==> src/hw/rv_defines.svh <==
`ifndef RV_DEFINES_SVH
`define RV_DEFINES_SVH

`define RV_XLEN      64
`define RV_REGS      32
`define RV_REG_W     5
`define RV_RESET_PC  64'h0

// major opcodes
`define RV_OP_REG     7'b0110011
`define RV_OP_IMM     7'b0010011
`define RV_OP_LUI     7'b0110111
`define RV_OP_LOAD    7'b0000011
`define RV_OP_STORE   7'b0100011
`define RV_OP_BRANCH  7'b1100011
`define RV_OP_JAL     7'b1101111

// funct3 values
`define RV_F3_ADD   3'b000
`define RV_F3_SLL   3'b001
`define RV_F3_SLT   3'b010
`define RV_F3_SLTU  3'b011
`define RV_F3_XOR   3'b100
`define RV_F3_SRL   3'b101
`define RV_F3_OR    3'b110
`define RV_F3_AND   3'b111
`define RV_F3_BEQ   3'b000
`define RV_F3_BNE   3'b001
`define RV_F3_D     3'b011
`define RV_F7_SUB   7'b0100000

// addi x0, x0, 0
`define RV_NOP  32'h0000_0013

`endif

==> src/hw/rv_pkg.sv <==
`include "rv_defines.svh"

package rv_pkg;

    typedef enum logic [3:0] {
        ALU_ADD,
        ALU_SUB,
        ALU_AND,
        ALU_OR,
        ALU_XOR,
        ALU_SLT,
        ALU_SLTU,
        ALU_SLL,
        ALU_SRL,
        ALU_PASS
    } alu_op_e;

    typedef struct packed {
        logic                valid;
        logic [`RV_XLEN-1:0] pc;
        logic [31:0]         instr;
    } if_id_t;

    typedef struct packed {
        logic                 valid;
        logic [`RV_XLEN-1:0]  pc;
        alu_op_e              alu_op;
        logic [`RV_REG_W-1:0] rd;
        logic [`RV_XLEN-1:0]  rs1_val;
        logic [`RV_XLEN-1:0]  rs2_val;
        logic [`RV_XLEN-1:0]  imm;
        logic                 use_imm;
        logic                 reg_w;
        logic                 mem_r;
        logic                 mem_w;
        logic                 branch;
        logic                 bne;
        logic                 jal;
    } id_ex_t;

    typedef struct packed {
        logic                 valid;
        logic [`RV_XLEN-1:0]  pc;
        logic [`RV_REG_W-1:0] rd;
        logic [`RV_XLEN-1:0]  result;
        logic [`RV_XLEN-1:0]  store_data;
        logic                 reg_w;
        logic                 mem_r;
        logic                 mem_w;
        logic                 jal;
    } ex_mem_t;

    // bypass source seen by decode
    typedef struct packed {
        logic [`RV_REG_W-1:0] rd;
        logic                 pend;
        logic                 is_load;
        logic [`RV_XLEN-1:0]  value;
    } fwd_t;

    typedef struct packed {
        logic                 valid;
        logic [`RV_REG_W-1:0] rd;
        logic [`RV_XLEN-1:0]  data;
    } wb_t;

endpackage

==> src/hw/rv_memory.sv <==
`timescale 1ns/1ns
`include "rv_defines.svh"

module rv_memory (
    input  logic                clk,
    input  logic                i_rst,
    input  rv_pkg::ex_mem_t     i_ex_mem,
    output logic                o_dmem_valid,
    output logic                o_dmem_we,
    output logic [`RV_XLEN-1:0] o_dmem_addr,
    output logic [`RV_XLEN-1:0] o_dmem_wdata,
    input  logic                i_dmem_ready,
    input  logic [`RV_XLEN-1:0] i_dmem_rdata,
    output logic                o_hold,
    output rv_pkg::fwd_t        o_mem_fwd,
    output rv_pkg::wb_t         o_wb
);

    logic                access;
    logic                writes_reg;
    logic [`RV_XLEN-1:0] wb_data;

    assign access = i_ex_mem.valid && (i_ex_mem.mem_r || i_ex_mem.mem_w);

    // ex_mem is frozen during hold, so the request stays put
    assign o_dmem_valid = access;
    assign o_dmem_we    = access && i_ex_mem.mem_w;
    assign o_dmem_addr  = i_ex_mem.result;
    assign o_dmem_wdata = i_ex_mem.store_data;
    assign o_hold       = access && !i_dmem_ready;

    // load data, return address or alu result
    always_comb begin
        if (i_ex_mem.mem_r) begin
            wb_data = i_dmem_rdata;
        end else if (i_ex_mem.jal) begin
            wb_data = i_ex_mem.pc + `RV_XLEN'd4;
        end else begin
            wb_data = i_ex_mem.result;
        end
    end

    assign writes_reg = i_ex_mem.valid && i_ex_mem.reg_w && (i_ex_mem.rd != '0);

    assign o_mem_fwd.rd      = i_ex_mem.rd;
    assign o_mem_fwd.pend    = writes_reg;
    assign o_mem_fwd.is_load = i_ex_mem.mem_r;
    assign o_mem_fwd.value   = wb_data;

    // bubble into write-back while the access waits
    always_ff @(posedge clk) begin
        if (i_rst) begin
            o_wb.valid <= 1'b0;
        end else begin
            o_wb.valid <= writes_reg && !o_hold;
            o_wb.rd    <= i_ex_mem.rd;
            o_wb.data  <= wb_data;
        end
    end

endmodule

==> config.mk <==
export PLATFORM = sky130hd
export DESIGN_NAME = rv_memory
export DESIGN_NICKNAME = d
export VERILOG_FILES = /design/src/hw/rv_pkg.sv /design/src/hw/rv_memory.sv
export VERILOG_INCLUDE_DIRS = /design/src /design/src/hw
export SDC_FILE = /design/constraint.sdc
export NUM_CORES = 1
export LEC_CHECK = 0
export BUFFER_PORTS_ARGS = -buffer_cell sky130_fd_sc_hd__buf_2
export CAP_MARGIN = 25
export CORE_AREA = 4 4 209 211
export CTS_BUF_LIST = sky130_fd_sc_hd__clkbuf_4
export CTS_CLUSTER_DIAMETER = 150
export DETAILED_ROUTE_END_ITERATION = 7
export DIE_AREA = 0 0 213 215
export PLACE_DENSITY_LB_ADDON = 0.12
export SYNTH_ARGS = -nofsm -noshare
export SYNTH_HDL_FRONTEND = slang
export SYNTH_SLANG_ARGS = --single-unit
export TNS_END_PERCENT = 50
==> constraint.sdc <==
create_clock -name clk -period 5.68 [get_ports clk]
set_clock_uncertainty 0.1 [all_clocks]
set_input_delay 0.284 -clock clk [delete_from_list [all_inputs] [get_ports clk]]
set_output_delay 0.284 -clock clk [all_outputs]
set_load 0.02 [all_outputs]
==> reports/qor.csv <==
stage;metric;value;unit
run_status;status;finished clean;
global_route;grt_pass1_wl;39510;µm
power_and_ir_drop;combPwrFrac;38.1;%
critical_path;crit_slowest_cell;and3_1;
clock_network;cts_buffer_depth;2;
clock_network;postCtsSetupBuffers;0;
final_layout;largest_register_ffs;70;
critical_path;crit_chain;buf_2 > and3_1 > and3_1 > nand3_1 > or3_1 > a311oi_1 > a21o_1 > buf_2;
route;via_per_inst;3.755;
yosys;yosys_warnings;0;
yosys;avgSynthCellArea;9.202;µm²
sta;finalCritPeriodShare;58.54;%
final_layout;reg_top3;o_wb x70;
clock_network;cts_buffers;9;
critical_path;endpoint;o_mem_fwd[34];
clock_network;tritoncts;done;
clock_network;post_cts_resize_count;0;
yosys;yosysTopAreaCell;edfxtp_1;
yosys;yosysSeqAreaShare;37.83;%
yosys;synth.area.mux_share;3.281;%
yosys;netlist_instances;601;
critical_path;cpPeakStageDelay;0.68;ns
floorplanning;core;41760;µm²
sta;rsz0062_at_grt;no;
yosys;synth_fa_ha_area_share;0.2262;%
global_route;grt_max_degree;64;
yosys;synthDistinctLibCells;42;
yosys;syn_nets;871;
critical_path;critical_path_class;primary input to primary output;
route;dr.pass1.iters;4;
clock_network;cts_hold_buf;86;
yosys;netlist.area_leader.share;37.47;%
yosys;synth-edff-count;69;
sta;setup_violations;0;
yosys;synth_top_family_by_area;buffers and inverters;
critical_path;cp_num_cells;8;
critical_path;critical-path-top-delay-family;simple AND/OR/NAND/NOR gates;
floorplanning;start_util;13.24;%
placed_design;gp_congestion;0.7132;
critical_path;startpoint_type;primary input;
power_and_ir_drop;powerDensity;187.9;nW/µm²
floorplanning;ioPinCount;541;
critical_path;cp.required;5.30;ns
sta;worstMarginPinSlew;0.9648;ns
final_layout;regMostFlops;o_wb;
floorplanning;die_area;45800;µm²
critical_path;path_max_fanout;14;
yosys;async_flop_share;0;%
power_and_ir_drop;peakVddDrop;0.00005912;V
global_route;grt_pass1_vias;5883;
global_route;overflow;0;
power_and_ir_drop;p_switching;0.5880;mW
route;num_vias;5647;
route;drc;0;
power_and_ir_drop;leakagePower;3.472;nW
floorplanning;die_w;213;µm
yosys;synth_xor_xnor_area_share;8.710;%
critical_path;crit_start;i_ex_mem[148];
yosys;synthesis.area;5530;µm²
yosys;synth_compound_area_share;12.76;%
final_layout;area_growth;47.53;%
power_and_ir_drop;power.internal;0.9450;mW
floorplanning;die_h;215;µm
sta;hold_violations;0;
yosys;synth_common_cells;buf_4 (136), o21ai_0 (70), edfxtp_1 (69);
clock_network;cts-root-buf;clkbuf_4;
sta;final.min_clock_period;3.325;ns
yosys;synth-main-ff-cell;edfxtp_1;
run;cap_violations;0;
final_layout;layout.nets;1225;
final_layout;layout-drive-gt1-share;46.15;%
clock_network;clkTransAtPathRegs;0.12;ns
yosys;yosysMostFrequentCell;buf_4;
power_and_ir_drop;p_clk_share;20.4;%
route;drt-total-wl;28910;µm
sta;timing.final.ws_setup;2.355;ns
placed_design;place_hpwl;23940;µm
clock_network;cts_sinks;70;
sta;slew_headroom;35.68;%
floorplanning;rows;75;
route;drt_iter0_drc;172;
power_and_ir_drop;switching_share;38.36;%
yosys;yosys.area_share.simple;15.29;%
sta;drv_slew;0;
min_path;hold_path.class;primary input to register;
yosys;synthTopCellsByArea;edfxtp_1 (37%), buf_4 (18%), xnor2_1 (7.4%);
global_route;antenna_found_initial;3;
sta;hold_ws;0.05555;ns
critical_path;arrival;2.94;ns
route;wl_per_cell;19.22;µm
critical_path;cp_num_buf_inv;2;
route;drtAntennaViolNets;0;
sta;tns;0;ns
clock_network;htree_num_levels;3;
sta;max_freq;300.8;MHz
yosys;ys_ff_latch;70;
critical_path;end_kind;primary output;
global_route;grt.total_usage;11.97;%
placed_design;io_buffers;412;
power_and_ir_drop;pwr-share-seq;41.5;%
placed_design;place_ws;2.255;ns
## power groups by stage
stage               Sequential, mW  Combinational [mW]  Clock [mW]
global route                 0.641               0.632       0.368
global placement             0.649               0.552           0
floorplan                    0.717               0.306           0
detailed placement           0.649               0.549           0
CTS                          0.637               0.601       0.347
finish                       0.636               0.584       0.313
## final cells by class
type                       instances  area [µm²]
tap                              539       674.4
antenna                            5       12.51
multi-input combinational        356        2242
sequential                        70        2092
clock buffer                      12       90.09
clock inverter                     4       16.27
timing repair buffer             505        2982
fill                            4727       33600
inverter                          13       50.05
## worst min path at each step
stage	startpoint	endpoint	slack, ns	cells past startpoint
after floorplan	i_rst	o_wb[69]	0.26	1
after global placement	i_rst	o_wb[69]	0.38	2
after detailed placement	i_rst	o_wb[69]	0.39	2
after CTS	i_ex_mem[95]	o_wb[27]	0.0007	3
after global routing	i_dmem_rdata[20]	o_wb[20]	-0.007	3
final	i_dmem_rdata[20]	o_wb[20]	0.06	3
## cells by family after synthesis
| family | count (synthesis) |
|---|---|
| compound gates | 117 |
| fa+ha+maj | 1 |
| simple gates | 165 |
| xor+xnor | 55 |
| buf+inv | 175 |
| mux | 18 |
| flops | 70 |
## layout by cell type, fill, tap and decap left out, drive strengths merged, types with 2 or more instances in the layout
cell,n
xnor2,47
clkbuf,12
a311oi,3
clkinv,5
or3,7
dlygate4sd3,86
nor4,13
xor2,8
nor3,18
inv,12
a21o,4
nor2,22
o21a,2
buf,419
a22oi,34
diode,5
nand4,14
nor3b,2
and3,7
edfxtp,69
o21ai,70
and2,2
mux2i,17
nand3,27
nand2,48
or4,2
## routing by layer
metal / part of all wire, % / GRT usage (%) / vias to the layer above / wire length, µm
met4: 3.2 / 5.497 / 2 / 911
met2: 53 / 22.37 / 245 / 15330
met3: 7.7 / 3.267 / 84 / 2238
met5: 0.069 / 0 / - / 20
met1: 36 / 12.23 / 2575 / 10400
li1: - / - / 2741 / -
## through the flow
step | total power [mW] | area (µm²) | cells | util (%)
3_3_place_gp | 1.201 | 7163 | 1396 | 17.15
3_5_place_dp | 1.198 | 7179 | 1397 | 17.19
2_1_floorplan | 1.023 | 5530 | 601 | -
4_1_cts | 1.585 | 8147 | 1499 | 19.51
6_report | 1.533 | 8159 | 1504 | 19.54
5_1_grt | 1.641 | 8159 | 1504 | 19.54
No activity file was read; power rests on OpenSTA's default activity.
