$ cat config.mk
export PLATFORM = sky130hd
export DESIGN_NAME = rv_fetch
export DESIGN_NICKNAME = d
export VERILOG_FILES = /design/src/hw/rv_pkg.sv /design/src/hw/rv_fetch.sv
export VERILOG_INCLUDE_DIRS = /design/src /design/src/hw
export SDC_FILE = /design/constraint.sdc
export NUM_CORES = 1
export LEC_CHECK = 0
export BUFFER_PORTS_ARGS = -buffer_cell sky130_fd_sc_hd__buf_2
export CELL_PAD_IN_SITES_DETAIL_PLACEMENT = 1
export CELL_PAD_IN_SITES_GLOBAL_PLACEMENT = 2
export CORE_MARGIN = 5
export CORE_UTILIZATION = 27
export CTS_CLUSTER_DIAMETER = 120
export CTS_CLUSTER_SIZE = 8
export DETAILED_ROUTE_END_ITERATION = 10
export HOLD_SLACK_MARGIN = 0.1
export PLACE_DENSITY_LB_ADDON = 0.15
export RECOVER_POWER = 50
export SLEW_MARGIN = 20
export SYNTH_ARGS = -nofsm -noshare
export SYNTH_HDL_FRONTEND = slang
export SYNTH_SLANG_ARGS = --single-unit
$ cat constraint.sdc
create_clock -name clk -period 4.96 [get_ports clk]
set_clock_uncertainty 0.1 [all_clocks]
set_input_delay 0.744 -clock clk [delete_from_list [all_inputs] [get_ports clk]]
set_output_delay 0.744 -clock clk [all_outputs]
set_load 0.02 [all_outputs]
$ cat src/hw/rv_defines.svh
`ifndef RV_DEFINES_SVH
`define RV_DEFINES_SVH

`define RV_XLEN      64
`define RV_REGS      32
`define RV_REG_W     5
`define RV_RESET_PC  64'h0

// major opcodes
`define RV_OP_REG     7'b0110011
`define RV_OP_IMM     7'b0010011
`define RV_OP_LUI     7'b0110111
`define RV_OP_LOAD    7'b0000011
`define RV_OP_STORE   7'b0100011
`define RV_OP_BRANCH  7'b1100011
`define RV_OP_JAL     7'b1101111

// funct3 values
`define RV_F3_ADD   3'b000
`define RV_F3_SLL   3'b001
`define RV_F3_SLT   3'b010
`define RV_F3_SLTU  3'b011
`define RV_F3_XOR   3'b100
`define RV_F3_SRL   3'b101
`define RV_F3_OR    3'b110
`define RV_F3_AND   3'b111
`define RV_F3_BEQ   3'b000
`define RV_F3_BNE   3'b001
`define RV_F3_D     3'b011
`define RV_F7_SUB   7'b0100000

// addi x0, x0, 0
`define RV_NOP  32'h0000_0013

`endif

$ cat src/hw/rv_pkg.sv
`include "rv_defines.svh"

package rv_pkg;

    typedef enum logic [3:0] {
        ALU_ADD,
        ALU_SUB,
        ALU_AND,
        ALU_OR,
        ALU_XOR,
        ALU_SLT,
        ALU_SLTU,
        ALU_SLL,
        ALU_SRL,
        ALU_PASS
    } alu_op_e;

    typedef struct packed {
        logic                valid;
        logic [`RV_XLEN-1:0] pc;
        logic [31:0]         instr;
    } if_id_t;

    typedef struct packed {
        logic                 valid;
        logic [`RV_XLEN-1:0]  pc;
        alu_op_e              alu_op;
        logic [`RV_REG_W-1:0] rd;
        logic [`RV_XLEN-1:0]  rs1_val;
        logic [`RV_XLEN-1:0]  rs2_val;
        logic [`RV_XLEN-1:0]  imm;
        logic                 use_imm;
        logic                 reg_w;
        logic                 mem_r;
        logic                 mem_w;
        logic                 branch;
        logic                 bne;
        logic                 jal;
    } id_ex_t;

    typedef struct packed {
        logic                 valid;
        logic [`RV_XLEN-1:0]  pc;
        logic [`RV_REG_W-1:0] rd;
        logic [`RV_XLEN-1:0]  result;
        logic [`RV_XLEN-1:0]  store_data;
        logic                 reg_w;
        logic                 mem_r;
        logic                 mem_w;
        logic                 jal;
    } ex_mem_t;

    // bypass source seen by decode
    typedef struct packed {
        logic [`RV_REG_W-1:0] rd;
        logic                 pend;
        logic                 is_load;
        logic [`RV_XLEN-1:0]  value;
    } fwd_t;

    typedef struct packed {
        logic                 valid;
        logic [`RV_REG_W-1:0] rd;
        logic [`RV_XLEN-1:0]  data;
    } wb_t;

endpackage

$ cat src/hw/rv_fetch.sv
`timescale 1ns/1ns
`include "rv_defines.svh"

module rv_fetch (
    input  logic                clk,
    input  logic                i_rst,
    input  logic                i_hold,
    input  logic                i_load_use,
    input  logic                i_redirect,
    input  logic [`RV_XLEN-1:0] i_target,
    output logic [`RV_XLEN-1:0] o_imem_addr,
    input  logic [31:0]         i_imem_data,
    output rv_pkg::if_id_t      o_if_id
);

    logic [`RV_XLEN-1:0] pc;

    assign o_imem_addr = pc;

    // hold wins over redirect, redirect over load-use
    always_ff @(posedge clk) begin
        if (i_rst) begin
            pc <= `RV_RESET_PC;
        end else if (!i_hold) begin
            if (i_redirect) begin
                pc <= i_target;
            end else if (!i_load_use) begin
                pc <= pc + `RV_XLEN'd4;
            end
        end
    end

    always_ff @(posedge clk) begin
        if (i_rst) begin
            o_if_id.valid <= 1'b0;
        end else if (!i_hold) begin
            if (i_redirect) begin
                o_if_id.valid <= 1'b0;
                o_if_id.instr <= `RV_NOP;
            end else if (!i_load_use) begin
                o_if_id.valid <= 1'b1;
                o_if_id.pc    <= pc;
                o_if_id.instr <= i_imem_data;
            end
        end
    end

endmodule

==> metrics.log <==
INFO  metric run_status = completed
INFO  metric ctsHtreeMaxLevel = 4
INFO  metric cpMaxStageDelayCell = sky130_fd_sc_hd__clkbuf_1
INFO  metric largest_net_degree_at_the_start_of_global_routing = 48
INFO  metric cts_hold_repair.buffers = 0
INFO  metric post_place_instance_area = 9099 um^2
INFO  metric finalCriticalPeriod = 3.693 ns
INFO  metric post_cts_resized = 0
INFO  metric finish.net_count = 1064
INFO  metric multi_input_area = 3038 um^2
INFO  metric timing.max_cap.violations = 0
INFO  metric count_of_warnings_emitted_by_yosys = 0
INFO  metric syn_area_cell = 10.34 um^2
INFO  metric wire_length_after_detailed_routing = 30040 um
INFO  metric layout.area.seq = 4184 um^2
INFO  metric worstPathRequired = 5.16 ns
INFO  metric synthDistinctLibCells = 62
INFO  metric setup_total_negative_slack = 0 ns
INFO  metric cts_setup_buffers = 0
INFO  metric final_hold_viol_count = 0
INFO  metric setup_viol = 0
INFO  metric switching_power = 0.0009411 W
INFO  metric unrepaired_setup_endpoints_after_global_routing = false
INFO  metric synthTopCellsByArea = sky130_fd_sc_hd__edfxtp_1 39%, sky130_fd_sc_hd__dfxtp_1 18%, sky130_fd_sc_hd__a21oi_1 3.2%, sky130_fd_sc_hd__nor2_1 2.9%, sky130_fd_sc_hd__nand2_1 2.8%
INFO  metric tritoncts = yes
INFO  metric p_leak = 3.383 nW
INFO  metric critical_path_buf_inv_count = 4
INFO  metric criticalPathCategory = primary input to flop
INFO  metric clock_sinks = 161
INFO  metric final_antenna_net_count = 0
INFO  metric crit_share_post_route = 74.45%
INFO  metric gpl.final_weighted_congestion = 0.7659
INFO  metric postLayoutCoreUtil = 35.45%
INFO  metric vdd_drop_max = 165.1 uV
INFO  metric clk_latency = 0.44 ns
INFO  metric achievable-frequency = 270.8 MHz
INFO  metric grt_pass1_wl = 45770 um
INFO  metric cpMostUsedCell = sky130_fd_sc_hd__buf_4
INFO  metric synth-seq-area-share = 56.59%
INFO  metric cts-buffers-inserted = 17
INFO  metric design.portCount = 262
INFO  metric drive_above_1_share = 22.36%
INFO  metric postSynth.topFlopCell = sky130_fd_sc_hd__edfxtp_1
INFO  metric number_of_antenna_violations_at_the_first_check_in_global_routing = 3
INFO  metric layout_common_cells = 147 x sky130_fd_sc_hd__buf_2, 115 x sky130_fd_sc_hd__clkbuf_1, 96 x sky130_fd_sc_hd__edfxtp_1, 65 x sky130_fd_sc_hd__dfxtp_1, 55 x sky130_fd_sc_hd__nand2_1
INFO  metric power.switching_fraction = 28.53%
INFO  metric area_growth_syn_to_layout = 29.21%
INFO  metric postSynthNetCount = 817
INFO  metric hp-class = flop to flop
INFO  metric placeableCoreArea = 26950 um^2
INFO  metric timing.critical_path.cells = clkbuf_1 -> inv_1 -> buf_4 -> a21oi_2 -> buf_4 -> o21ai_0 -> a22oi_1 -> nor2_1
INFO  metric drt-wirelength-per-cell = 22.82 um
INFO  metric fin_area = 9553 um^2
INFO  metric combPwrFrac = 10.7%
INFO  metric vias_in_the_first_global_route = 7287
INFO  metric critical_path.max_stage_delay = 1.04 ns
INFO  metric total_drc_errors_in_the_routed_layout = 0
INFO  metric cts_buffer_depth = 2
INFO  metric synth_largest_type_area_fraction = 38.99%
INFO  metric detail_route.first_pass.iterations = 4
INFO  metric root_buffer = sky130_fd_sc_hd__clkbuf_16
INFO  metric port_buffers = 261
INFO  metric netlist_area = 7393 um^2
INFO  metric post_drt_via_cell_ratio = 5.312
INFO  metric synth_seq_cells = 161
INFO  metric worst-endpoint-arrival = 3.89 ns
INFO  metric clock_transition_at_the_registers_of_the_reported_paths = 0.07 ns
INFO  metric diodes = 0
INFO  metric report.power.total = 0.003298 W
INFO  metric dpl.hpwl = 21500 um
INFO  metric fraction_of_registers_with_async_set_or_reset_after_synthesis = 0%
INFO  metric transition_time_of_the_tightest_slew_check_pin = 1.477 ns
INFO  metric cp_max_fanout = 31
INFO  metric seq_power_share = 47.0%
INFO  metric die_area = 30790 um^2
INFO  metric fill_cells = 3132
INFO  metric fp.dieH = 175.5 um
INFO  metric start_kind = primary input
INFO  metric final-max-slew-violation-count = 0
INFO  metric start_util = 27.43%
INFO  metric fin_hold_ws = 0.3677 ns
INFO  metric global_route.overflow_total = 0
INFO  metric grtUsageTotal = 19.12%
INFO  metric count_of_flip_flops_with_a_built_in_enable_after_synthesis = 96
INFO  metric vias = 6990
INFO  metric clockPowerShare = 42.2%
INFO  metric top_cell_family_by_delay_on_the_critical_path = buffers and inverters
INFO  metric layout.cells.most_common = sky130_fd_sc_hd__buf_2
INFO  metric die_w = 175.5 um
INFO  metric internal_power = 0.002357 W
INFO  metric r2r_setup_slack = 1.88 ns
INFO  metric detail_route.iter0.violations = 359
INFO  metric p_per_area = 345.3 nW/um^2
INFO  metric max_slew_margin_vs_limit = 1.510%
INFO  metric syn-instance-count = 715
INFO  metric placement_rows = 60
INFO  metric synth.largest_area_cell = sky130_fd_sc_hd__edfxtp_1
INFO  metric setup.worst_path.end_class = flop
==> cell families after synthesis <==
kind of cell	share of synthesized area, %
multiplexers	1.794
adder cells (fa/ha/maj)	0.1692
AND/OR/NAND/NOR	22.31
flip-flops	56.59
buffers and inverters	2.860
AO/OA/AOI/OAI	16.28
==> synthesized netlist by cell type, types with 6 or more instances <==
library cell               instances
sky130_fd_sc_hd__and2_1           32
sky130_fd_sc_hd__nor2_1           57
sky130_fd_sc_hd__nand4_1          25
sky130_fd_sc_hd__o21ai_0          27
sky130_fd_sc_hd__a22oi_1           9
sky130_fd_sc_hd__nor4_1            9
sky130_fd_sc_hd__clkbuf_1         39
sky130_fd_sc_hd__a211oi_1         11
sky130_fd_sc_hd__mux2i_1          11
sky130_fd_sc_hd__or3_1             8
sky130_fd_sc_hd__o31ai_1          10
sky130_fd_sc_hd__o22ai_1          12
sky130_fd_sc_hd__and3_1           14
sky130_fd_sc_hd__a21oi_1          48
sky130_fd_sc_hd__nand2_1          55
sky130_fd_sc_hd__edfxtp_1         96
sky130_fd_sc_hd__nand3_1          41
sky130_fd_sc_hd__inv_1            11
sky130_fd_sc_hd__nor3_1           25
sky130_fd_sc_hd__and4_1            8
sky130_fd_sc_hd__a21o_1            6
sky130_fd_sc_hd__a31oi_1          17
sky130_fd_sc_hd__dfxtp_1          65
==> final cells by class <==
class	instances	area share (%)
multi-input combinational	498	31.80
clock buffer	18	4.492
clock inverter	14	1.755
sequential	161	43.80
timing repair buffer	273	13.25
inverter	11	0.4322
tap	341	4.466
==> flip-flops by register name, summed over array words and instances (netlist names) <==
register     flops
o_if_id         97
o_imem_addr     64
==> path summary, 6_finish.rpt <==
path	from	to	depth (start not counted)
max reg2reg	o_imem_addr[5]	o_imem_addr[63]	6
max	i_redirect	o_imem_addr[10]	8
min reg2reg	o_imem_addr[1]	o_if_id[33]	0
min	o_imem_addr[1]	o_if_id[33]	0
==> metal layers <==
metal / GRT usage [%] / part of all wire [%] / vias up
met5: 0 / 0.11 / -
met4: 4.159 / 0.94 / 6
met3: 5.058 / 6.7 / 23
met1: 25.66 / 46 / 3485
met2: 31.19 / 46 / 222
li1: - / - / 3254
==> power by group through the flow <==
stage | Combinational, W | Clock, W | Sequential, W
2_1_floorplan | 0.000137 | 0 | 0.00163
3_3_place_gp | 0.000365 | 0 | 0.00158
3_5_place_dp | 0.000368 | 0 | 0.00158
4_1_cts | 0.000369 | 0.00143 | 0.00155
5_1_grt | 0.000387 | 0.00149 | 0.00156
6_report | 0.000354 | 0.00139 | 0.00155
==> metrics by stage <==
| stage | instances | setup slack [ns] |
|---|---|---|
| 2_1_floorplan | 715 | 0.1575 |
| 3_3_place_gp | 1284 | 1.638 |
| 3_5_place_dp | 1284 | 1.599 |
| 4_1_cts | 1316 | 1.902 |
| 5_1_grt | 1316 | 0.8485 |
| 6_report | 1316 | 1.267 |
No activity file was read; power rests on OpenSTA's default activity.
