$ cat src/hw/rv_defines.svh
`ifndef RV_DEFINES_SVH
`define RV_DEFINES_SVH

`define RV_XLEN      64
`define RV_REGS      32
`define RV_REG_W     5
`define RV_RESET_PC  64'h0

// major opcodes
`define RV_OP_REG     7'b0110011
`define RV_OP_IMM     7'b0010011
`define RV_OP_LUI     7'b0110111
`define RV_OP_LOAD    7'b0000011
`define RV_OP_STORE   7'b0100011
`define RV_OP_BRANCH  7'b1100011
`define RV_OP_JAL     7'b1101111

// funct3 values
`define RV_F3_ADD   3'b000
`define RV_F3_SLL   3'b001
`define RV_F3_SLT   3'b010
`define RV_F3_SLTU  3'b011
`define RV_F3_XOR   3'b100
`define RV_F3_SRL   3'b101
`define RV_F3_OR    3'b110
`define RV_F3_AND   3'b111
`define RV_F3_BEQ   3'b000
`define RV_F3_BNE   3'b001
`define RV_F3_D     3'b011
`define RV_F7_SUB   7'b0100000

// addi x0, x0, 0
`define RV_NOP  32'h0000_0013

`endif

$ cat src/hw/rv_pkg.sv
`include "rv_defines.svh"

package rv_pkg;

    typedef enum logic [3:0] {
        ALU_ADD,
        ALU_SUB,
        ALU_AND,
        ALU_OR,
        ALU_XOR,
        ALU_SLT,
        ALU_SLTU,
        ALU_SLL,
        ALU_SRL,
        ALU_PASS
    } alu_op_e;

    typedef struct packed {
        logic                valid;
        logic [`RV_XLEN-1:0] pc;
        logic [31:0]         instr;
    } if_id_t;

    typedef struct packed {
        logic                 valid;
        logic [`RV_XLEN-1:0]  pc;
        alu_op_e              alu_op;
        logic [`RV_REG_W-1:0] rd;
        logic [`RV_XLEN-1:0]  rs1_val;
        logic [`RV_XLEN-1:0]  rs2_val;
        logic [`RV_XLEN-1:0]  imm;
        logic                 use_imm;
        logic                 reg_w;
        logic                 mem_r;
        logic                 mem_w;
        logic                 branch;
        logic                 bne;
        logic                 jal;
    } id_ex_t;

    typedef struct packed {
        logic                 valid;
        logic [`RV_XLEN-1:0]  pc;
        logic [`RV_REG_W-1:0] rd;
        logic [`RV_XLEN-1:0]  result;
        logic [`RV_XLEN-1:0]  store_data;
        logic                 reg_w;
        logic                 mem_r;
        logic                 mem_w;
        logic                 jal;
    } ex_mem_t;

    // bypass source seen by decode
    typedef struct packed {
        logic [`RV_REG_W-1:0] rd;
        logic                 pend;
        logic                 is_load;
        logic [`RV_XLEN-1:0]  value;
    } fwd_t;

    typedef struct packed {
        logic                 valid;
        logic [`RV_REG_W-1:0] rd;
        logic [`RV_XLEN-1:0]  data;
    } wb_t;

endpackage

$ cat src/hw/rv_execute.sv
`timescale 1ns/1ns
`include "rv_defines.svh"

module rv_execute (
    input  logic                clk,
    input  logic                i_rst,
    input  logic                i_hold,
    input  rv_pkg::id_ex_t      i_id_ex,
    output rv_pkg::fwd_t        o_ex_fwd,
    output logic                o_redirect,
    output logic [`RV_XLEN-1:0] o_target,
    output rv_pkg::ex_mem_t     o_ex_mem
);

    logic [`RV_XLEN-1:0] op_a;
    logic [`RV_XLEN-1:0] op_b;
    logic [`RV_XLEN-1:0] alu_result;
    logic [`RV_XLEN-1:0] link;
    logic                taken;

    assign op_a = i_id_ex.rs1_val;
    assign op_b = i_id_ex.use_imm ? i_id_ex.imm : i_id_ex.rs2_val;

    always_comb begin
        case (i_id_ex.alu_op)
            rv_pkg::ALU_SUB:  alu_result = op_a - op_b;
            rv_pkg::ALU_AND:  alu_result = op_a & op_b;
            rv_pkg::ALU_OR:   alu_result = op_a | op_b;
            rv_pkg::ALU_XOR:  alu_result = op_a ^ op_b;
            rv_pkg::ALU_SLT:  alu_result = {63'b0, $signed(op_a) < $signed(op_b)};
            rv_pkg::ALU_SLTU: alu_result = {63'b0, op_a < op_b};
            rv_pkg::ALU_SLL:  alu_result = op_a << op_b[5:0];
            rv_pkg::ALU_SRL:  alu_result = op_a >> op_b[5:0];
            rv_pkg::ALU_PASS: alu_result = op_b;
            default:          alu_result = op_a + op_b;
        endcase
    end

    // branches compare the register values, never the immediate
    assign taken = i_id_ex.branch &&
                   (i_id_ex.bne ? (i_id_ex.rs1_val != i_id_ex.rs2_val)
                                : (i_id_ex.rs1_val == i_id_ex.rs2_val));
    assign link       = i_id_ex.pc + `RV_XLEN'd4;
    assign o_redirect = i_id_ex.valid && (i_id_ex.jal || taken);
    assign o_target   = i_id_ex.pc + i_id_ex.imm;

    // a load here only has its address, decode must stall on it
    assign o_ex_fwd.rd      = i_id_ex.rd;
    assign o_ex_fwd.pend    = i_id_ex.valid && i_id_ex.reg_w && (i_id_ex.rd != '0);
    assign o_ex_fwd.is_load = i_id_ex.mem_r;
    assign o_ex_fwd.value   = i_id_ex.jal ? link : alu_result;

    always_ff @(posedge clk) begin
        if (i_rst) begin
            o_ex_mem.valid <= 1'b0;
        end else if (!i_hold) begin
            o_ex_mem.valid      <= i_id_ex.valid;
            o_ex_mem.pc         <= i_id_ex.pc;
            o_ex_mem.rd         <= i_id_ex.rd;
            o_ex_mem.result     <= alu_result;
            o_ex_mem.store_data <= i_id_ex.rs2_val;
            o_ex_mem.reg_w      <= i_id_ex.reg_w;
            o_ex_mem.mem_r      <= i_id_ex.mem_r;
            o_ex_mem.mem_w      <= i_id_ex.mem_w;
            o_ex_mem.jal        <= i_id_ex.jal;
        end
    end

endmodule

$ cat config.mk
export PLATFORM = sky130hd
export DESIGN_NAME = rv_execute
export DESIGN_NICKNAME = d
export VERILOG_FILES = /design/src/hw/rv_pkg.sv /design/src/hw/rv_execute.sv
export VERILOG_INCLUDE_DIRS = /design/src /design/src/hw
export SDC_FILE = /design/constraint.sdc
export NUM_CORES = 2
export LEC_CHECK = 0
export ABC_AREA = 0
export BUFFER_PORTS_ARGS = -buffer_cell sky130_fd_sc_hd__buf_2
export CORE_MARGIN = 2
export CORE_UTILIZATION = 40
export CTS_CLUSTER_SIZE = 20
export DETAILED_ROUTE_END_ITERATION = 12
export SLEW_MARGIN = 20
export SYNTH_ARGS = -nofsm -noshare
export SYNTH_HDL_FRONTEND = slang
export SYNTH_SLANG_ARGS = --single-unit
$ cat constraint.sdc
create_clock -name clk -period 15.2 [get_ports clk]
set_clock_uncertainty 0.05 [all_clocks]
set_input_delay 2.28 -clock clk [delete_from_list [all_inputs] [get_ports clk]]
set_output_delay 2.28 -clock clk [all_outputs]
set_load 0.05 [all_outputs]
==> impl_metrics.env <==
export IMPL_cts_made_buffers=25
export IMPL_netlist_area_um2=32000
export IMPL_crit_type="in -> out"
export IMPL_routed_wl_um=200000
export IMPL_ys_types=101
export IMPL_startpoint_type="input port"
export IMPL_core_area_um2=79100
export IMPL_drcViolationCount=0
export IMPL_cts_sinks=202
export IMPL_ir_drop_v=0.0000778
export IMPL_max_flop_register="o_ex_mem"
export IMPL_cts_resized=0
export IMPL_cp_data_arrival_time_ns=8.70
export IMPL_cp_top_family="compound AO/OA/AOI/OAI gates"
export IMPL_row_count=103
export IMPL_syn_to_final_growth_pct=15.0
export IMPL_cts_tree="yes"
export IMPL_grt_pass1_wl_um=272000
export IMPL_post_drt_wl_per_cell_um=35.6
export IMPL_first_pass_iters=7
export IMPL_post_cts_buffers=0
export IMPL_top_regs="o_ex_mem (202)"
export IMPL_status="finished, final reports clean"
export IMPL_drt_iter0_drc=6091
export IMPL_ys_async_sr_fraction_pct=0
export IMPL_syn_avg_cell_area_um2=7.84
export IMPL_vias=38500
export IMPL_fmax_ghz=0.0907
export IMPL_gp_congestion=1.08
export IMPL_yosys_most_used_dff="edfxtp_1"
export IMPL_die_h_um=287
export IMPL_cp_end_kind="output pin"
export IMPL_worst_slew_pin_slew_ns=1.25
export IMPL_p_leak_nw=15.9
export IMPL_timing_critical_path_buf_inv=5
export IMPL_syn_inst=4090
export IMPL_cp_max_fo=35
export IMPL_fin_hold_ws_ns=0.534
export IMPL_powerDensity_nw_per_um2=94.8
export IMPL_crit_path_max_incr_delay_ns=0.83
export IMPL_io_buffer_count=613
export IMPL_syn_nets=4627
export IMPL_start_util_pct=40.5
export IMPL_clock_latency_ns=0.57
export IMPL_cpMaxStageDelayCell="o21ai_0"
export IMPL_die_area_um2=82400
export IMPL_largest_reg_flops=202
export IMPL_rrSetupSlack_ns=14.49
export IMPL_antenna_left=0
export IMPL_overflow=0
export IMPL_viasPerCell=6.86
export IMPL_slew_headroom_pct=15.4
export IMPL_clock_root_buffer="clkbuf_16"
export IMPL_fin_util_pct=46.6
export IMPL_maxSlewViolCount=0
export IMPL_finalSetupViolCount=0
export IMPL_fill_cells=8235
export IMPL_nets=5071
export IMPL_die_w_um=287
export IMPL_grt_antenna_before_repair=21
export IMPL_hold_viol=0
export IMPL_finalCriticalPeriod_ns=11.03
export IMPL_synth_edf_count=201
export IMPL_rsz0062_at_grt="no"
export IMPL_yosys_warnings=0
export IMPL_layout_drive_gt1_share_pct=19.9
export IMPL_timing_final_crit_share_pct=72.6
export IMPL_path_cells="buf_4, mux2i_4, buf_4, clkinv_2, ha_1, o21bai_1, a21oi_1, o311ai_1, a21oi_1, o31ai_4, a211oi_1, o41ai_2, buf_4, a311oi_1, o221a_2, o21ai_0, mux2_2, buf_2"
export IMPL_hp_class="reg -> reg"
export IMPL_ioPinCount=614
export IMPL_grt_pass1_vias=34900
export IMPL_hpwl_um=162000
export IMPL_clockBufferDepth=3
export IMPL_placedCellCount=5557
export IMPL_finalNonFillerCells=5610
export IMPL_cap_violations=0
export IMPL_h_tree_depth=1
export IMPL_synth_seq_cells=202
export IMPL_worstPathRequired_ns=12.87
export IMPL_postCtsHoldBufs=0
export IMPL_grtUsageTotal_pct=46.0
export IMPL_clk_pin_slew_ns=0.06
export IMPL_fin_tns_setup_ns=0
export IMPL_seq_area_frac_synth_pct=18.9
export IMPL_cp_common_cell="buf_4"
export IMPL_grt_max_degree=75
## synth_stat cells (36+ instances only)
master | n | share of area [%]
nand4_1 | 79 | 1.5
nor2_1 | 373 | 4.4
inv_1 | 221 | 2.6
a221o_1 | 37 | 1.2
a21o_1 | 68 | 1.6
o211ai_1 | 74 | 1.7
clkbuf_1 | 170 | 2.0
o21ai_0 | 219 | 3.4
nand2_1 | 336 | 3.9
xor2_1 | 45 | 1.2
xnor2_1 | 151 | 4.1
a221oi_1 | 36 | 0.98
a21oi_1 | 342 | 5.3
edfxtp_1 | 201 | 19
nand3_1 | 89 | 1.4
buf_1 | 36 | 0.42
o22ai_1 | 56 | 1.1
o21bai_1 | 67 | 1.6
mux2i_1 | 337 | 11
a31oi_1 | 41 | 0.80
ha_1 | 258 | 10
buf_2 | 42 | 0.66
nor3_1 | 69 | 1.1
a211oi_1 | 72 | 1.7
mux2_2 | 95 | 3.3
## cell families after synthesis
logic type                 share of synthesized area, %
muxes                                              14.5
DFF                                                18.9
xor gates and xnor gates                           5.36
and+or+nand+nor                                    16.7
AOI/OAI and AO/OA                                  27.9
buffers and inverters                              6.36
adders and majority gates                          10.3
## area by class of cell
| cell class | instances | area, um^2 | area share [%] |
|---|---|---|---|
| diodes | 8 | 20.0 | 0.0543 |
| clock inverters | 17 | 269 | 0.730 |
| multi-input cells | 3385 | 24100 | 65.3 |
| inverters | 234 | 881 | 2.39 |
| repair buffers | 686 | 3620 | 9.82 |
| well taps | 1050 | 1310 | 3.56 |
| clock buffers | 28 | 637 | 1.73 |
| flip-flops and latches | 202 | 6060 | 16.4 |
## routing by layer
layer,GRT usage [%],wire [um],up-vias,part of all wire (%)
met3,13.8,26600,549,13
met1,62.7,80600,18800,40
li1,-,-,16200,-
met2,65.9,81000,2898,41
met4,21.4,11200,18,5.6
met5,0,123,-,0.062
## worst register-to-register path, delay by kind of cell, from the launching register on
family	cells	cell delay, ns
flip-flops	1	0.33
multiplexers	1	0.16
AND/OR/NAND/NOR	1	0.06
## placed cells by master, fill, tap and decap left out, types with 22 or more instances in the layout
master,Yosys,final
buf_2,42,611
nand4_1,79,79
nor2b_1,29,29
mux2_2,95,95
buf_4,16,75
nand2_1,336,335
o31ai_1,30,29
a31oi_1,41,41
o21a_1,24,24
mux2i_1,337,334
edfxtp_1,201,201
xnor2_1,151,151
clkbuf_16,0,25
o22ai_1,56,56
nand3_1,89,87
xor2_1,45,45
o2111ai_1,22,22
a21oi_1,342,341
a21o_1,68,68
a22oi_1,29,29
or3_1,29,29
o221ai_1,34,34
inv_1,221,220
and3_1,34,34
a221o_1,37,37
o21ai_0,219,219
o21bai_1,67,67
ha_1,258,258
a221oi_1,36,36
nor2_1,373,371
nor4_1,31,29
nor3_1,69,66
o211ai_1,74,74
a211oi_1,72,72
nand2b_1,28,28
## stage by stage
step           worst slack, ns  instance area (um^2)  power (W)
2_1_floorplan             3.76                 32000    0.00201
3_3_place_gp              4.54                 35900    0.00273
3_5_place_dp              4.47                 35900    0.00272
4_1_cts                   4.45                 36800    0.00340
5_1_grt                   4.06                 36800    0.00356
6_report                  4.17                 36900    0.00349
## power breakdown
| part | leakage (nW) | total [W] | switching (W) | internal [W] |
|---|---|---|---|---|
| combinational | 13.6 | 0.00212 | 0.00157 | 0.000548 |
| sequential | 1.88 | 0.000685 | 0.0000137 | 0.000672 |
| clock | 0.436 | 0.000686 | 0.000279 | 0.000407 |
| total | 15.9 | 0.00349 | 0.00187 | 0.00163 |
## final timing paths
| check | from | to | cells after the start |
|---|---|---|---|
| worst min-delay path | o_ex_mem[201] | o_ex_mem[201] | 2 |
| worst max-delay path | i_id_ex[6] | o_ex_fwd[47] | 18 |
| worst max register to register | o_ex_mem[201] | o_ex_mem[201] | 2 |
| worst min register to register | o_ex_mem[201] | o_ex_mem[201] | 2 |
No activity file was read; power rests on OpenSTA's default activity.
