$ cat src/hw/rv_defines.svh
`ifndef RV_DEFINES_SVH
`define RV_DEFINES_SVH

`define RV_XLEN      64
`define RV_REGS      32
`define RV_REG_W     5
`define RV_RESET_PC  64'h0

// major opcodes
`define RV_OP_REG     7'b0110011
`define RV_OP_IMM     7'b0010011
`define RV_OP_LUI     7'b0110111
`define RV_OP_LOAD    7'b0000011
`define RV_OP_STORE   7'b0100011
`define RV_OP_BRANCH  7'b1100011
`define RV_OP_JAL     7'b1101111

// funct3 values
`define RV_F3_ADD   3'b000
`define RV_F3_SLL   3'b001
`define RV_F3_SLT   3'b010
`define RV_F3_SLTU  3'b011
`define RV_F3_XOR   3'b100
`define RV_F3_SRL   3'b101
`define RV_F3_OR    3'b110
`define RV_F3_AND   3'b111
`define RV_F3_BEQ   3'b000
`define RV_F3_BNE   3'b001
`define RV_F3_D     3'b011
`define RV_F7_SUB   7'b0100000

// addi x0, x0, 0
`define RV_NOP  32'h0000_0013

`endif

$ cat src/hw/rv_pkg.sv
`include "rv_defines.svh"

package rv_pkg;

    typedef enum logic [3:0] {
        ALU_ADD,
        ALU_SUB,
        ALU_AND,
        ALU_OR,
        ALU_XOR,
        ALU_SLT,
        ALU_SLTU,
        ALU_SLL,
        ALU_SRL,
        ALU_PASS
    } alu_op_e;

    typedef struct packed {
        logic                valid;
        logic [`RV_XLEN-1:0] pc;
        logic [31:0]         instr;
    } if_id_t;

    typedef struct packed {
        logic                 valid;
        logic [`RV_XLEN-1:0]  pc;
        alu_op_e              alu_op;
        logic [`RV_REG_W-1:0] rd;
        logic [`RV_XLEN-1:0]  rs1_val;
        logic [`RV_XLEN-1:0]  rs2_val;
        logic [`RV_XLEN-1:0]  imm;
        logic                 use_imm;
        logic                 reg_w;
        logic                 mem_r;
        logic                 mem_w;
        logic                 branch;
        logic                 bne;
        logic                 jal;
    } id_ex_t;

    typedef struct packed {
        logic                 valid;
        logic [`RV_XLEN-1:0]  pc;
        logic [`RV_REG_W-1:0] rd;
        logic [`RV_XLEN-1:0]  result;
        logic [`RV_XLEN-1:0]  store_data;
        logic                 reg_w;
        logic                 mem_r;
        logic                 mem_w;
        logic                 jal;
    } ex_mem_t;

    // bypass source seen by decode
    typedef struct packed {
        logic [`RV_REG_W-1:0] rd;
        logic                 pend;
        logic                 is_load;
        logic [`RV_XLEN-1:0]  value;
    } fwd_t;

    typedef struct packed {
        logic                 valid;
        logic [`RV_REG_W-1:0] rd;
        logic [`RV_XLEN-1:0]  data;
    } wb_t;

endpackage

$ cat src/hw/rv_regfile.sv
`timescale 1ns/1ns
`include "rv_defines.svh"

module rv_regfile (
    input  logic                 clk,
    input  rv_pkg::wb_t          i_wb,
    input  logic [`RV_REG_W-1:0] i_rs1,
    input  logic [`RV_REG_W-1:0] i_rs2,
    output logic [`RV_XLEN-1:0]  o_rs1_val,
    output logic [`RV_XLEN-1:0]  o_rs2_val
);

    logic [`RV_XLEN-1:0] regs [`RV_REGS];
    logic                wen;

    assign wen = i_wb.valid && (i_wb.rd != '0);

    always_ff @(posedge clk) begin
        if (wen) begin
            regs[i_wb.rd] <= i_wb.data;
        end
    end

    // x0 reads as zero, a same-cycle write is seen by the read
    always_comb begin
        o_rs1_val = (i_rs1 == '0) ? '0 : regs[i_rs1];
        o_rs2_val = (i_rs2 == '0) ? '0 : regs[i_rs2];
        if (wen && i_wb.rd == i_rs1) begin
            o_rs1_val = i_wb.data;
        end
        if (wen && i_wb.rd == i_rs2) begin
            o_rs2_val = i_wb.data;
        end
    end

endmodule

$ cat src/hw/rv_decode.sv
`timescale 1ns/1ns
`include "rv_defines.svh"

module rv_decode (
    input  logic           clk,
    input  logic           i_rst,
    input  logic           i_hold,
    input  logic           i_redirect,
    input  rv_pkg::if_id_t i_if_id,
    input  rv_pkg::wb_t    i_wb,
    input  rv_pkg::fwd_t   i_ex_fwd,
    input  rv_pkg::fwd_t   i_mem_fwd,
    output logic           o_load_use,
    output rv_pkg::id_ex_t o_id_ex
);

    logic [31:0]          instr;
    logic [6:0]           opcode;
    logic [2:0]           funct3;
    logic [6:0]           funct7;
    logic [`RV_REG_W-1:0] rs1;
    logic [`RV_REG_W-1:0] rs2;
    logic [`RV_XLEN-1:0]  rs1_rf;
    logic [`RV_XLEN-1:0]  rs2_rf;
    logic [`RV_XLEN-1:0]  imm_i;
    logic [`RV_XLEN-1:0]  imm_s;
    logic [`RV_XLEN-1:0]  imm_b;
    logic [`RV_XLEN-1:0]  imm_j;
    logic [`RV_XLEN-1:0]  imm_u;
    logic                 uses_rs1;
    logic                 uses_rs2;
    rv_pkg::id_ex_t       dec;

    function automatic logic [`RV_XLEN-1:0] pick_operand(
        input logic [`RV_REG_W-1:0] idx,
        input logic [`RV_XLEN-1:0]  rf_val,
        input rv_pkg::fwd_t         ex_fwd,
        input rv_pkg::fwd_t         mem_fwd
    );
        if (idx != '0 && ex_fwd.pend && ex_fwd.rd == idx) begin
            return ex_fwd.value;
        end
        if (idx != '0 && mem_fwd.pend && mem_fwd.rd == idx) begin
            return mem_fwd.value;
        end
        return rf_val;
    endfunction

    // flushed slots decode as a nop
    assign instr  = i_if_id.valid ? i_if_id.instr : `RV_NOP;
    assign opcode = instr[6:0];
    assign funct3 = instr[14:12];
    assign funct7 = instr[31:25];
    assign rs1    = instr[19:15];
    assign rs2    = instr[24:20];

    assign imm_i = {{52{instr[31]}}, instr[31:20]};
    assign imm_s = {{52{instr[31]}}, instr[31:25], instr[11:7]};
    assign imm_b = {{52{instr[31]}}, instr[7], instr[30:25], instr[11:8], 1'b0};
    assign imm_j = {{44{instr[31]}}, instr[19:12], instr[20], instr[30:21], 1'b0};
    assign imm_u = {{32{instr[31]}}, instr[31:12], 12'b0};

    rv_regfile u_regfile (
        .clk       (clk),
        .i_wb      (i_wb),
        .i_rs1     (rs1),
        .i_rs2     (rs2),
        .o_rs1_val (rs1_rf),
        .o_rs2_val (rs2_rf)
    );

    assign uses_rs1 = (opcode != `RV_OP_LUI) && (opcode != `RV_OP_JAL);
    assign uses_rs2 = (opcode == `RV_OP_REG) || (opcode == `RV_OP_STORE) ||
                      (opcode == `RV_OP_BRANCH);

    // load in execute, its data is not there yet
    assign o_load_use = i_if_id.valid && i_ex_fwd.pend && i_ex_fwd.is_load &&
                        ((uses_rs1 && rs1 == i_ex_fwd.rd) || (uses_rs2 && rs2 == i_ex_fwd.rd));

    always_comb begin
        dec         = '0;
        dec.valid   = i_if_id.valid;
        dec.pc      = i_if_id.pc;
        dec.rd      = instr[11:7];
        dec.rs1_val = pick_operand(rs1, rs1_rf, i_ex_fwd, i_mem_fwd);
        dec.rs2_val = pick_operand(rs2, rs2_rf, i_ex_fwd, i_mem_fwd);
        dec.alu_op  = rv_pkg::ALU_ADD;
        dec.imm     = imm_i;
        case (opcode)
            `RV_OP_REG: begin
                dec.reg_w = 1'b1;
                case (funct3)
                    `RV_F3_ADD: begin
                        dec.alu_op = (funct7 == `RV_F7_SUB) ? rv_pkg::ALU_SUB : rv_pkg::ALU_ADD;
                    end
                    `RV_F3_SLL:  dec.alu_op = rv_pkg::ALU_SLL;
                    `RV_F3_SLT:  dec.alu_op = rv_pkg::ALU_SLT;
                    `RV_F3_SLTU: dec.alu_op = rv_pkg::ALU_SLTU;
                    `RV_F3_XOR:  dec.alu_op = rv_pkg::ALU_XOR;
                    `RV_F3_SRL:  dec.alu_op = rv_pkg::ALU_SRL;
                    `RV_F3_OR:   dec.alu_op = rv_pkg::ALU_OR;
                    default:     dec.alu_op = rv_pkg::ALU_AND;
                endcase
            end
            `RV_OP_IMM: begin
                dec.reg_w   = 1'b1;
                dec.use_imm = 1'b1;
                case (funct3)
                    `RV_F3_ADD: dec.alu_op = rv_pkg::ALU_ADD;
                    `RV_F3_AND: dec.alu_op = rv_pkg::ALU_AND;
                    `RV_F3_OR:  dec.alu_op = rv_pkg::ALU_OR;
                    `RV_F3_XOR: dec.alu_op = rv_pkg::ALU_XOR;
                    default:    dec.reg_w  = 1'b0;
                endcase
            end
            `RV_OP_LUI: begin
                dec.reg_w   = 1'b1;
                dec.use_imm = 1'b1;
                dec.imm     = imm_u;
                dec.alu_op  = rv_pkg::ALU_PASS;
            end
            `RV_OP_LOAD: begin
                dec.reg_w   = (funct3 == `RV_F3_D);
                dec.mem_r   = (funct3 == `RV_F3_D);
                dec.use_imm = 1'b1;
            end
            `RV_OP_STORE: begin
                dec.mem_w   = (funct3 == `RV_F3_D);
                dec.use_imm = 1'b1;
                dec.imm     = imm_s;
            end
            `RV_OP_BRANCH: begin
                dec.branch = (funct3 == `RV_F3_BEQ) || (funct3 == `RV_F3_BNE);
                dec.bne    = (funct3 == `RV_F3_BNE);
                dec.imm    = imm_b;
            end
            `RV_OP_JAL: begin
                dec.jal   = 1'b1;
                dec.reg_w = 1'b1;
                dec.imm   = imm_j;
            end
            default: begin
                dec.reg_w = 1'b0;
            end
        endcase
    end

    always_ff @(posedge clk) begin
        if (i_rst) begin
            o_id_ex.valid <= 1'b0;
        end else if (!i_hold) begin
            if (i_redirect || o_load_use) begin
                o_id_ex.valid <= 1'b0;
            end else begin
                o_id_ex <= dec;
            end
        end
    end

endmodule

$ cat config.mk
export PLATFORM = sky130hd
export DESIGN_NAME = rv_decode
export DESIGN_NICKNAME = d
export VERILOG_FILES = /design/src/hw/rv_pkg.sv /design/src/hw/rv_regfile.sv /design/src/hw/rv_decode.sv
export VERILOG_INCLUDE_DIRS = /design/src /design/src/hw
export SDC_FILE = /design/constraint.sdc
export NUM_CORES = 2
export LEC_CHECK = 0
export BUFFER_PORTS_ARGS = -buffer_cell sky130_fd_sc_hd__buf_2
export CORE_MARGIN = 4
export CORE_UTILIZATION = 41
export DETAILED_ROUTE_END_ITERATION = 12
export GPL_ROUTABILITY_DRIVEN = 0
export PLACE_DENSITY_LB_ADDON = 0.3
export SLEW_MARGIN = 25
export SYNTH_ARGS = -nofsm -noshare
export SYNTH_HDL_FRONTEND = slang
export SYNTH_HIERARCHICAL = 1
export SYNTH_SLANG_ARGS = --single-unit
export TNS_END_PERCENT = 50
$ cat constraint.sdc
create_clock -name clk -period 10.35 [get_ports clk]
set_input_delay 1.5525 -clock clk [delete_from_list [all_inputs] [get_ports clk]]
set_output_delay 1.5525 -clock clk [all_outputs]
set_load 0.02 [all_outputs]
==> flow_metrics.tcl <==
set metrics [dict create \
    drt_pass1_iterations 7 \
    min_period_over_period_pct 53.96 \
    cp-end-kind "flop" \
    async_flop_share_pct 0 \
    drv_slew 0 \
    hold_viol 0 \
    min_path_cells 3 \
    worstSetupPathType "primary input to flop" \
    vias 66580 \
    pwr_density_cell_mw_per_mm2 171.4 \
    cp_num_cells 12 \
    htreeDepth 4 \
    final_util_pct 46.62 \
    start_kind "primary input" \
    antenna_found_initial 66 \
    grt_pass1_wl_um 499700 \
    clk_pin_slew_worst_paths_ps 60 \
    io-pin-count 587 \
    synth_area_leaders "edfxtp_1, mux4_2, mux2i_1, a211oi_1, a21oi_1" \
    clk-insertion-delay-late_ps 920 \
    avgSynthCellArea_um2 18.14 \
    initial_core_util_pct 41.18 \
    period_minus_slack_ps 5585 \
    core_mm2 0.2625 \
    slowest_delay_ps 840 \
    cts_tree "yes" \
    post_cts_buffers 0 \
    hpwl_um 206100 \
    num_rows 188 \
    dp_cells 9740 \
    status "finished clean" \
    hold_ws_ps 573.1 \
    rsz0062_at_grt "no" \
    crit_family "buffers and inverters" \
    drt_wl_total_um 359000 \
    grt_pass1_vias 65590 \
    r2r_cells 7 \
    synth_warnings 6 \
    crit_chain "buf_2, buf_4, and2_4, buf_4, buf_4, mux4_2, mux2_2, nand2_1, a22oi_1, a22o_1, mux2i_1, a21oi_1" \
    swShare_pct 24.12 \
    hold_class "flop to flop" \
    worstMarginPinSlew_ps 1132 \
    cap_violations 0 \
    seqPwrFrac_pct 49.8 \
    synth_top_area_share_pct 63.55 \
    io_buffer_count 585 \
    leakagePower_nw 38.48 \
    cts.sink_count 2289 \
    path_common_cell "buf_4" \
    critPathBufInv 4 \
    grt_max_degree 130 \
    max_freq_mhz 179.1 \
    syn2layout_area_growth_pct 13.20 \
    dieArea_mm2 0.2720 \
    cp_max_fo 50 \
    grt_use_total_pct 25.69 \
    peakVddDrop_uv 189.5 \
    synthCells 5961 \
    cts_max_path_buffers 3 \
    ys.flop_type "edfxtp_1" \
    ys_ff_latch 2289 \
    grt.overflow.total 0 \
    cp_slowest_cell "buf_4" \
    num-nets-final 6780 \
    synth_area_leader_cell "edfxtp_1" \
    drt_iter0_drc 8483 \
    drive_above_1_share_pct 32.15 \
    drc_errors 0 \
    vias_per_cell 6.528 \
    setup_viol 0 \
    die_h_um 521.5 \
    dieWidth_um 521.5 \
    relSlewSlack_pct 24.34 \
    arrival_ps 6210 \
    intPower_w 0.01591 \
    clockRootBuffer "clkbuf_16" \
    cts_resized 0 \
    total_power_w 0.02097 \
    synth_edf_count 2288 \
    pwr-share-comb_pct 9.9 \
    fillCellCount 22170 \
    p_switching_w 0.005058 \
    instances_no_fill 10200 \
    hold_buffers 0 \
    synth.distinct_cells 78 \
    clockPowerShare_pct 40.2 \
    wire_per_inst_um 35.20 \
    setup_tns_ps 0 \
    synth.cell_area_mm2 0.1081 \
    clock_skew_ps 63.91 \
    antenna_left 0 \
    yosysSeqAreaShare_pct 63.57 \
    cts_buffers 239 \
    critPathRequiredTime_ps 10970 \
]
[through the flow]
stage	setup slack, ps	instance area [µm²]
5_1_grt	4567	122400
3_5_place_dp	3852	114700
3_3_place_gp	3886	114500
6_report	4765	122400
2_1_floorplan	1562	108400
4_1_cts	4813	122300
[logic make-up (layout without fill, tap and decap cells)]
kind of cell,after synthesis,count (layout),synth area share [%]
DFF,2289,2289,63.57
muxes,1420,1420,23.53
AOI/OAI and AO/OA,1068,1068,7.198
and+or+nand+nor,592,592,2.691
buffers and inverters,569,1213,2.823
xor gates and xnor gates,22,22,0.1852
other,1,80,0.003469
[power groups by stage]
stage               clock network, W  logic, W  registers [W]
floorplan                          0   0.00124         0.0107
global placement                   0   0.00205         0.0106
detailed placement                 0   0.00207         0.0106
CTS                          0.00858   0.00208         0.0104
global route                 0.00900   0.00220         0.0105
finish                       0.00844   0.00208         0.0105
[worst paths after layout]
kind,endpoint,from,slack [ps]
worst max-delay path,o_id_ex[170],i_if_id[96],4770
worst min-delay path,o_id_ex[272],o_id_ex[272],570
worst max register to register,o_id_ex[93],u_regfile/regs[18][22],7730
worst min register to register,o_id_ex[272],o_id_ex[272],570
[layout by cell type, fill, tap and decap left out, types with 8 or more instances in the layout]
master / instances
o21ai_0: 19
bufinv_16: 19
nor2_4: 32
mux2_2: 63
clkinvlp_4: 13
mux2i_1: 466
o32a_1: 64
edfxtp_1: 2288
nor3_1: 72
buf_4: 145
o221ai_1: 64
nor2b_1: 66
clkinv_1: 56
and2_1: 61
a221o_1: 21
a22o_1: 64
clkbuf_16: 240
clkinv_2: 52
o21ai_1: 65
a21oi_2: 16
nand3_1: 10
xnor2_1: 15
buf_2: 585
a211oi_1: 292
nand3b_1: 10
a211o_1: 66
o22ai_1: 68
clkinv_16: 8
inv_1: 10
buf_12: 20
a21oi_1: 209
a22oi_1: 78
nand2_1: 193
conb_1: 64
nor2_1: 83
clkbuf_1: 47
diode_2: 16
mux4_2: 891
[routing by layer]
layer	track usage [%]	share of wire, %	vias up
met3	5.733	11	673
met2	40.63	47	4334
met1	35.78	39	35240
met4	7.713	3.2	34
met5	0	0.062	-
li1	-	-	26300
[synthesized netlist by cell type, types with 67 or more instances]
cell type	n
edfxtp_1	2288
mux4_2	891
mux2i_1	466
a211oi_1	292
clkbuf_1	220
a21oi_1	210
nand2_1	193
buf_2	171
nor2_1	115
a22oi_1	78
buf_4	78
nor3_1	72
nor2b_1	70
and2_1	68
o22ai_1	68
a211o_1	67
[worst min-delay path: stages, from the launching register on]
cell and delay [ps]:
dfxtp_1 330, nand2_1 50, nor2_1 80, a31o_1 90
[state kept, by name, summed over array words and instances (netlist names)]
signal and count:
u_regfile/regs 2048, o_id_ex 241
[area by class of cell]
| type | count | area [µm²] | share of cell area [%] |
|---|---|---|---|
| Tap cell | 3515 | 4398 | 3.593 |
| Timing Repair Buffer | 754 | 4527 | 3.699 |
| Inverter | 17 | 98.84 | 0.08076 |
| Multi-Input combinational cell | 3166 | 36930 | 30.17 |
| Sequential cell | 2289 | 68730 | 56.15 |
| Clock inverter | 155 | 1486 | 1.215 |
| Antenna cell | 16 | 40.04 | 0.03271 |
| Clock buffer | 287 | 6182 | 5.051 |
Power figures use the tool's default switching activity.
